[src/design/cachePkg.sv]
package cachePkg;

    // processor word and address
    localparam int wordWidth = 32;
    localparam int addrWidth = 16;
    localparam int byteWidth = 8;

    // line geometry
    localparam int lineWords = 4;
    localparam int lineWidth = wordWidth * lineWords;

    // address split, high to low: tag, index, word select, byte select
    localparam int indexBits = 4;
    localparam int wordSelBits = 2;
    localparam int byteSelBits = 2;
    localparam int tagBits = addrWidth - indexBits - wordSelBits - byteSelBits;

    localparam int numLines = 1 << indexBits;
    localparam int lineAddrBits = tagBits + indexBits;

    typedef logic [wordWidth-1:0] wordT;
    // word 0 sits in the low bits
    typedef logic [lineWidth-1:0] lineT;
    typedef logic [lineAddrBits-1:0] lineAddrT;
    typedef logic [tagBits-1:0] tagT;
    typedef logic [indexBits-1:0] indexT;

    typedef struct packed {
        tagT tag;
        indexT index;
        logic [wordSelBits-1:0] wordSel;
        logic [byteSelBits-1:0] byteSel;
    } cacheAddrFieldsT;

    // same byte address, seen raw or split into fields
    typedef union packed {
        logic [addrWidth-1:0] raw;
        cacheAddrFieldsT fields;
    } cacheAddrU;

    typedef struct packed {
        logic write;
        // ignored on stores
        logic byteLoad;
        cacheAddrU addr;
        wordT wdata;
    } cpuReqT;

    typedef struct packed {
        logic write;
        lineAddrT lineAddr;
        lineT wline;
    } memReqT;

endpackage

[src/design/dataCache.sv]
`timescale 1ns/1ps

module dataCache (
    input  logic              clk,
    input  logic              rstN,
    input  logic              cpuReqValid,
    input  cachePkg::cpuReqT  cpuReq,
    output logic              cpuAck,
    output cachePkg::wordT    cpuRdata,
    output logic              memReqValid,
    output cachePkg::memReqT  memReq,
    input  logic              memAck,
    input  cachePkg::lineT    memRline
);

    import cachePkg::*;

    typedef enum logic [2:0] {
        idleS,
        lookupS,
        writeBackS,
        fillS,
        ackS
    } stateT;

    stateT state;

    // line storage, one way
    lineT dataMem [numLines];
    tagT tagMem [numLines];
    logic [numLines-1:0] validBits;
    logic [numLines-1:0] dirtyBits;

    cacheAddrFieldsT reqFields;
    indexT idx;
    logic hit;
    logic victimDirty;
    logic hitNow;
    logic missNow;
    logic memDone;
    logic memIdle;
    logic fillDone;
    logic startFill;
    wordT hitWord;
    logic [byteWidth-1:0] hitByte;
    wordT loadData;

    // requester keeps cpuReq stable until the ack, so no local copy
    assign reqFields = cpuReq.addr.fields;
    assign idx = reqFields.index;

    assign hit = validBits[idx] && (tagMem[idx] == reqFields.tag);
    assign victimDirty = validBits[idx] && dirtyBits[idx];

    assign hitNow = (state == lookupS) && hit;
    assign missNow = (state == lookupS) && !hit;

    // memory handshake phases
    assign memDone = memReqValid && memAck;
    assign memIdle = !memReqValid && !memAck;

    assign fillDone = (state == fillS) && memDone;
    // fill goes out straight from a clean miss, or once the write-back handshake closes
    assign startFill = (missNow && !victimDirty) || ((state == writeBackS) && memIdle);

    // load data selection
    assign hitWord = dataMem[idx][reqFields.wordSel * wordWidth +: wordWidth];
    assign hitByte = hitWord[reqFields.byteSel * byteWidth +: byteWidth];
    assign loadData = cpuReq.byteLoad ? {{(wordWidth - byteWidth){1'b0}}, hitByte} : hitWord;

    // data, tags and the payload registers
    always_ff @(posedge clk) begin
        if (hitNow && cpuReq.write) begin
            dataMem[idx][reqFields.wordSel * wordWidth +: wordWidth] <= cpuReq.wdata;
        end
        if (fillDone) begin
            dataMem[idx] <= memRline;
            tagMem[idx] <= reqFields.tag;
        end
        if (hitNow) begin
            cpuRdata <= loadData;
        end
        if (missNow && victimDirty) begin
            // victim goes back at its own tag
            memReq.write <= 1'b1;
            memReq.lineAddr <= {tagMem[idx], idx};
            memReq.wline <= dataMem[idx];
        end else if (startFill) begin
            memReq.write <= 1'b0;
            memReq.lineAddr <= cpuReq.addr.raw[addrWidth-1 -: lineAddrBits];
        end
    end

    // control FSM, valid and dirty bits
    always_ff @(posedge clk or negedge rstN) begin
        if (!rstN) begin
            state <= idleS;
            cpuAck <= 1'b0;
            memReqValid <= 1'b0;
            validBits <= '0;
            dirtyBits <= '0;
        end else begin
            case (state)
                idleS: begin
                    if (cpuReqValid) begin
                        state <= lookupS;
                    end
                end
                lookupS: begin
                    if (hit) begin
                        if (cpuReq.write) begin
                            dirtyBits[idx] <= 1'b1;
                        end
                        state <= ackS;
                    end else begin
                        memReqValid <= 1'b1;
                        state <= victimDirty ? writeBackS : fillS;
                    end
                end
                writeBackS: begin
                    if (memDone) begin
                        memReqValid <= 1'b0;
                    end else if (memIdle) begin
                        memReqValid <= 1'b1;
                        state <= fillS;
                    end
                end
                fillS: begin
                    if (memDone) begin
                        memReqValid <= 1'b0;
                        validBits[idx] <= 1'b1;
                        dirtyBits[idx] <= 1'b0;
                    end else if (memIdle) begin
                        // replay, now a hit
                        state <= lookupS;
                    end
                end
                ackS: begin
                    // first cycle raises the ack, then wait for the request to drop
                    if (!cpuAck) begin
                        cpuAck <= 1'b1;
                    end else if (!cpuReqValid) begin
                        cpuAck <= 1'b0;
                        state <= idleS;
                    end
                end
                default: begin
                    state <= idleS;
                end
            endcase
        end
    end

endmodule

[config.mk]
export PLATFORM = sky130hd
export DESIGN_NAME = dataCache
export DESIGN_NICKNAME = d
export VERILOG_FILES = /design/src/design/cachePkg.sv /design/src/design/dataCache.sv
export SDC_FILE = /design/constraint.sdc
export NUM_CORES = 2
export LEC_CHECK = 0
export BUFFER_PORTS_ARGS = -buffer_cell sky130_fd_sc_hd__buf_2
export CORE_AREA = 2 2 562 564
export CTS_CLUSTER_DIAMETER = 80
export DETAILED_ROUTE_END_ITERATION = 12
export DIE_AREA = 0 0 564 566
export PLACE_DENSITY_LB_ADDON = 0.05
export SYNTH_ARGS = -nofsm -noshare
export SYNTH_HDL_FRONTEND = slang
export SYNTH_SLANG_ARGS = --single-unit
[constraint.sdc]
create_clock -name clk -period 10 [get_ports clk]
set_clock_uncertainty 0.05 [all_clocks]
set_input_delay 1.5 -clock clk [delete_from_list [all_inputs] [get_ports clk]]
set_output_delay 1.5 -clock clk [all_outputs]
set_load 0.005 [all_outputs]
==> impl_metrics.toml <==
[power_and_ir_drop]
ir_drop_uv = 118.5
powerDensity_mw_per_mm2 = 220.0
power_mw = 24.23
p_leak_nw = 35.91

[critical_path]
cp.arrival_ns = 7.15
critPathCapture = "dataMem[9][16]"
path_buf_inv = 6
crit_top_cell = "buf_4"
crit_type = "in -> reg"
r2r_cells = 10
crit_required_ns = 10.46
critPathMaxStageDelay_ns = 0.82
crit_fanout = 48
rrSetupSlack_ns = 4.77
endpoint_kind = "flop"
r2r-end = "dataMem[9][16]"
cp.depth = 13
cp-start-kind = "input pin"
startpoint = "cpuReq[37]"
slowest_stage = "nor4_2"
worstPathCellList = "buf_8 -> buf_4 -> nor2_4 -> buf_4 -> a22o_1 -> o21ai_0 -> nand3_1 -> nor4_2 -> nand4_1 -> buf_4 -> buf_4 -> o21ai_4 -> buf_4"
critPathTopFamily = "buffers and inverters"
r2r-start = "tagMem[7][6]"

[timing]
grt_setup_unrepaired = "no"
fin_ws_ns = 3.313
finalSetupTns_ns = 0
hold_violations = 0
clock.fmax_mhz = 149.6
tightest_slew_ns = 1.327
whs_ns = 0.4129
finalSetupViolCount = 0
period_minus_slack_ns = 6.687
finalCritPeriodShare_pct = 66.87
slew_headroom_pct = 10.58
slew_viol_final = 0

[place]
globalplace.congestion = 0.7733
placed_cell_area_sq_mm = 0.1010
dp_hpwl_um = 210100
port-buffer-count = 356
dp_slack_ns = 2.131

[synthesis]
synth-edff-count = 2348
syn_nets = 4579
synth.distinct_cells = 68
synth_warnings = 0
synth-main-ff-cell = "edfxtp_1"
netlist_area_sq_mm = 0.09357
ys_ff_latch = 2386
async_reset_ff_share_pct = 1.551
synth-seq-area-share_pct = 76.36
synthCells = 4390
syn_avg_cell_area_sq_um = 21.32

[detailed_routing]
vias = 48150
drtAntennaViolNets = 0
wirelength_um = 334400
vias_per_cell = 5.165
dr.pass1.iters = 5
drt-initial-drc-count = 4877
drc = 0
wire_per_inst_um = 35.88

[layout]
drive_gt1_share_pct = 30.89
fill_cells = 29380
nNetsFinal = 5108
syn2layout_area_growth_pct = 17.67
design_area_sq_mm = 0.1101

[clock_tree]
numCtsBuffers = 287
clockBufferDepth = 4
clockRootBuffer = "clkbuf_16"
hold_buffers = 0
htree_num_levels = 5
clock-sinks = 2386
ctsResizeCount = 0
post_cts_buffers = 0
clkTransAtPathRegs_ns = 0.06
cts_tree = "yes"
clock_latency_ns = 0.90

[grt]
grt_pass1_wl_um = 449600
antenna_found_initial = 39
grt_overflow = 0
grt_pass1_vias = 49590
track_usage_pct = 20.68
grt_max_degree = 89

[floorplan]
dieWidth_um = 564
die-height_um = 566
ios = 357
die-area_sq_mm = 0.3192
core_sq_mm = 0.3134
rows = 206
start_util_pct = 29.86

[min_path]
hold_class = "reg -> reg"
hold-path-cell-count = 1

[run]
maxCapViolCount = 0

[run_status]
outcome = "finished, final reports clean"
logic make-up (layout without fill, tap and decap cells):
| logic type | count (synthesis) | count (layout) | share of synthesized area, % |
|---|---|---|---|
| multiplexers | 716 | 716 | 14.75 |
| buffers and inverters | 306 | 1063 | 2.012 |
| other | 0 | 14 | 0 |
| adder cells (fa/ha/maj) | 7 | 7 | 0.09359 |
| flip-flops | 2386 | 2386 | 76.36 |
| XOR/XNOR | 9 | 9 | 0.08424 |
| AO/OA/AOI/OAI | 640 | 640 | 5.081 |
| AND/OR/NAND/NOR | 326 | 326 | 1.622 |
cells in the mapped netlist, types with 37 or more instances:
library cell  instances  area share [%]
nand2_1             134            0.54
clkbuf_1            114            0.46
mux2i_1             142             1.5
o21ai_0              93            0.50
a21oi_1              89            0.48
mux4_2              496              12
buf_2                40            0.21
a22oi_1             174             1.4
mux2_2               56            0.67
a22o_1              148             1.4
dfrtp_1              37            0.99
nor2_1               85            0.34
edfxtp_1           2348              75
worst min path at each step:
stage / from / endpoint / slack, ns
6_report: validBits[12] / validBits[12] / 0.41
5_1_grt: validBits[10] / validBits[10] / 0.44
4_1_cts: validBits[10] / validBits[10] / 0.42
3_5_place_dp: validBits[10] / validBits[10] / 0.40
3_3_place_gp: validBits[12] / validBits[12] / 0.40
2_1_floorplan: validBits[10] / validBits[10] / 0.38
routing by layer:
metal | wire (um) | GRT usage [%] | share of wire (%) | vias up
met1 | 151900 | 29.74 | 45 | 26710
met3 | 16520 | 2.808 | 4.9 | 381
met5 | 0 | 0 | 0 | -
met4 | 8266 | 5.203 | 2.5 | 0
met2 | 157800 | 32.94 | 47 | 1392
li1 | - | - | - | 19670
state kept, by name, indices dropped and copies added, names as in the netlist, named ones only:
name / cells
memReq: 141
tagMem: 128
memReqValid: 1
cpuAck: 1
cpuRdata: 32
dataMem: 2048
validBits: 16
state: 3
per-stage QoR:
step / util, % / cells
finish: 35.13 / 9321
global route: 35.13 / 9314
CTS: 35.11 / 9306
detailed placement: 32.23 / 8789
global placement: 32.23 / 8789
floorplan: - / 4390
worst register-to-register path: stages (launching register included):
cell	delay, ns
edfxtp_1	0.37
mux4_2	0.45
mux2i_1	0.19
mux2i_1	0.13
xor2_1	0.21
nor4_2	0.87
nand4_1	0.30
buf_4	0.31
buf_4	0.44
o21ai_4	0.87
buf_4	0.63
power breakdown:
group	switching (mW)	total (mW)	internal [mW]
sequential	0.0623	11.8	11.7
combinational	1.68	2.26	0.583
clock	4.22	10.2	5.98
total	5.96	24.2	18.3
placed cells by master (no fill, tap or decap), types with 8 or more instances in the layout:
| cell | n |
|---|---|
| a21oi_1 | 57 |
| a21oi_4 | 33 |
| a221oi_2 | 24 |
| a22o_1 | 148 |
| a22oi_1 | 174 |
| buf_12 | 11 |
| buf_2 | 353 |
| buf_4 | 146 |
| bufinv_16 | 20 |
| clkbuf_1 | 68 |
| clkbuf_16 | 297 |
| clkinv_1 | 61 |
| clkinv_2 | 46 |
| dfrtp_1 | 37 |
| diode_2 | 14 |
| edfxtp_1 | 2348 |
| inv_1 | 29 |
| inv_6 | 10 |
| mux2_2 | 56 |
| mux2i_1 | 142 |
| mux4_1 | 21 |
| mux4_2 | 496 |
| nand2_1 | 134 |
| nand2b_1 | 17 |
| nand3_1 | 15 |
| nor2_1 | 79 |
| o211ai_1 | 13 |
| o21ai_0 | 61 |
| o21ai_4 | 32 |
| o22ai_1 | 17 |
| o2bb2ai_1 | 24 |
| o31ai_1 | 8 |
| or2_2 | 12 |
| xor2_1 | 9 |
area by class of cell:
| class | count | area, sq um | area share, % |
|---|---|---|---|
| well taps | 4160 | 5205 | 4.727 |
| clock inverters | 150 | 1334 | 1.211 |
| flip-flops and latches | 2386 | 71450 | 64.89 |
| inverters | 32 | 125.1 | 0.1136 |
| multi-input cells | 1698 | 21100 | 19.16 |
| diodes | 14 | 35.03 | 0.03182 |
| clock buffers | 367 | 7715 | 7.007 |
| repair buffers | 514 | 3139 | 2.851 |
Note: power is estimated with default switching activity, not from simulation.
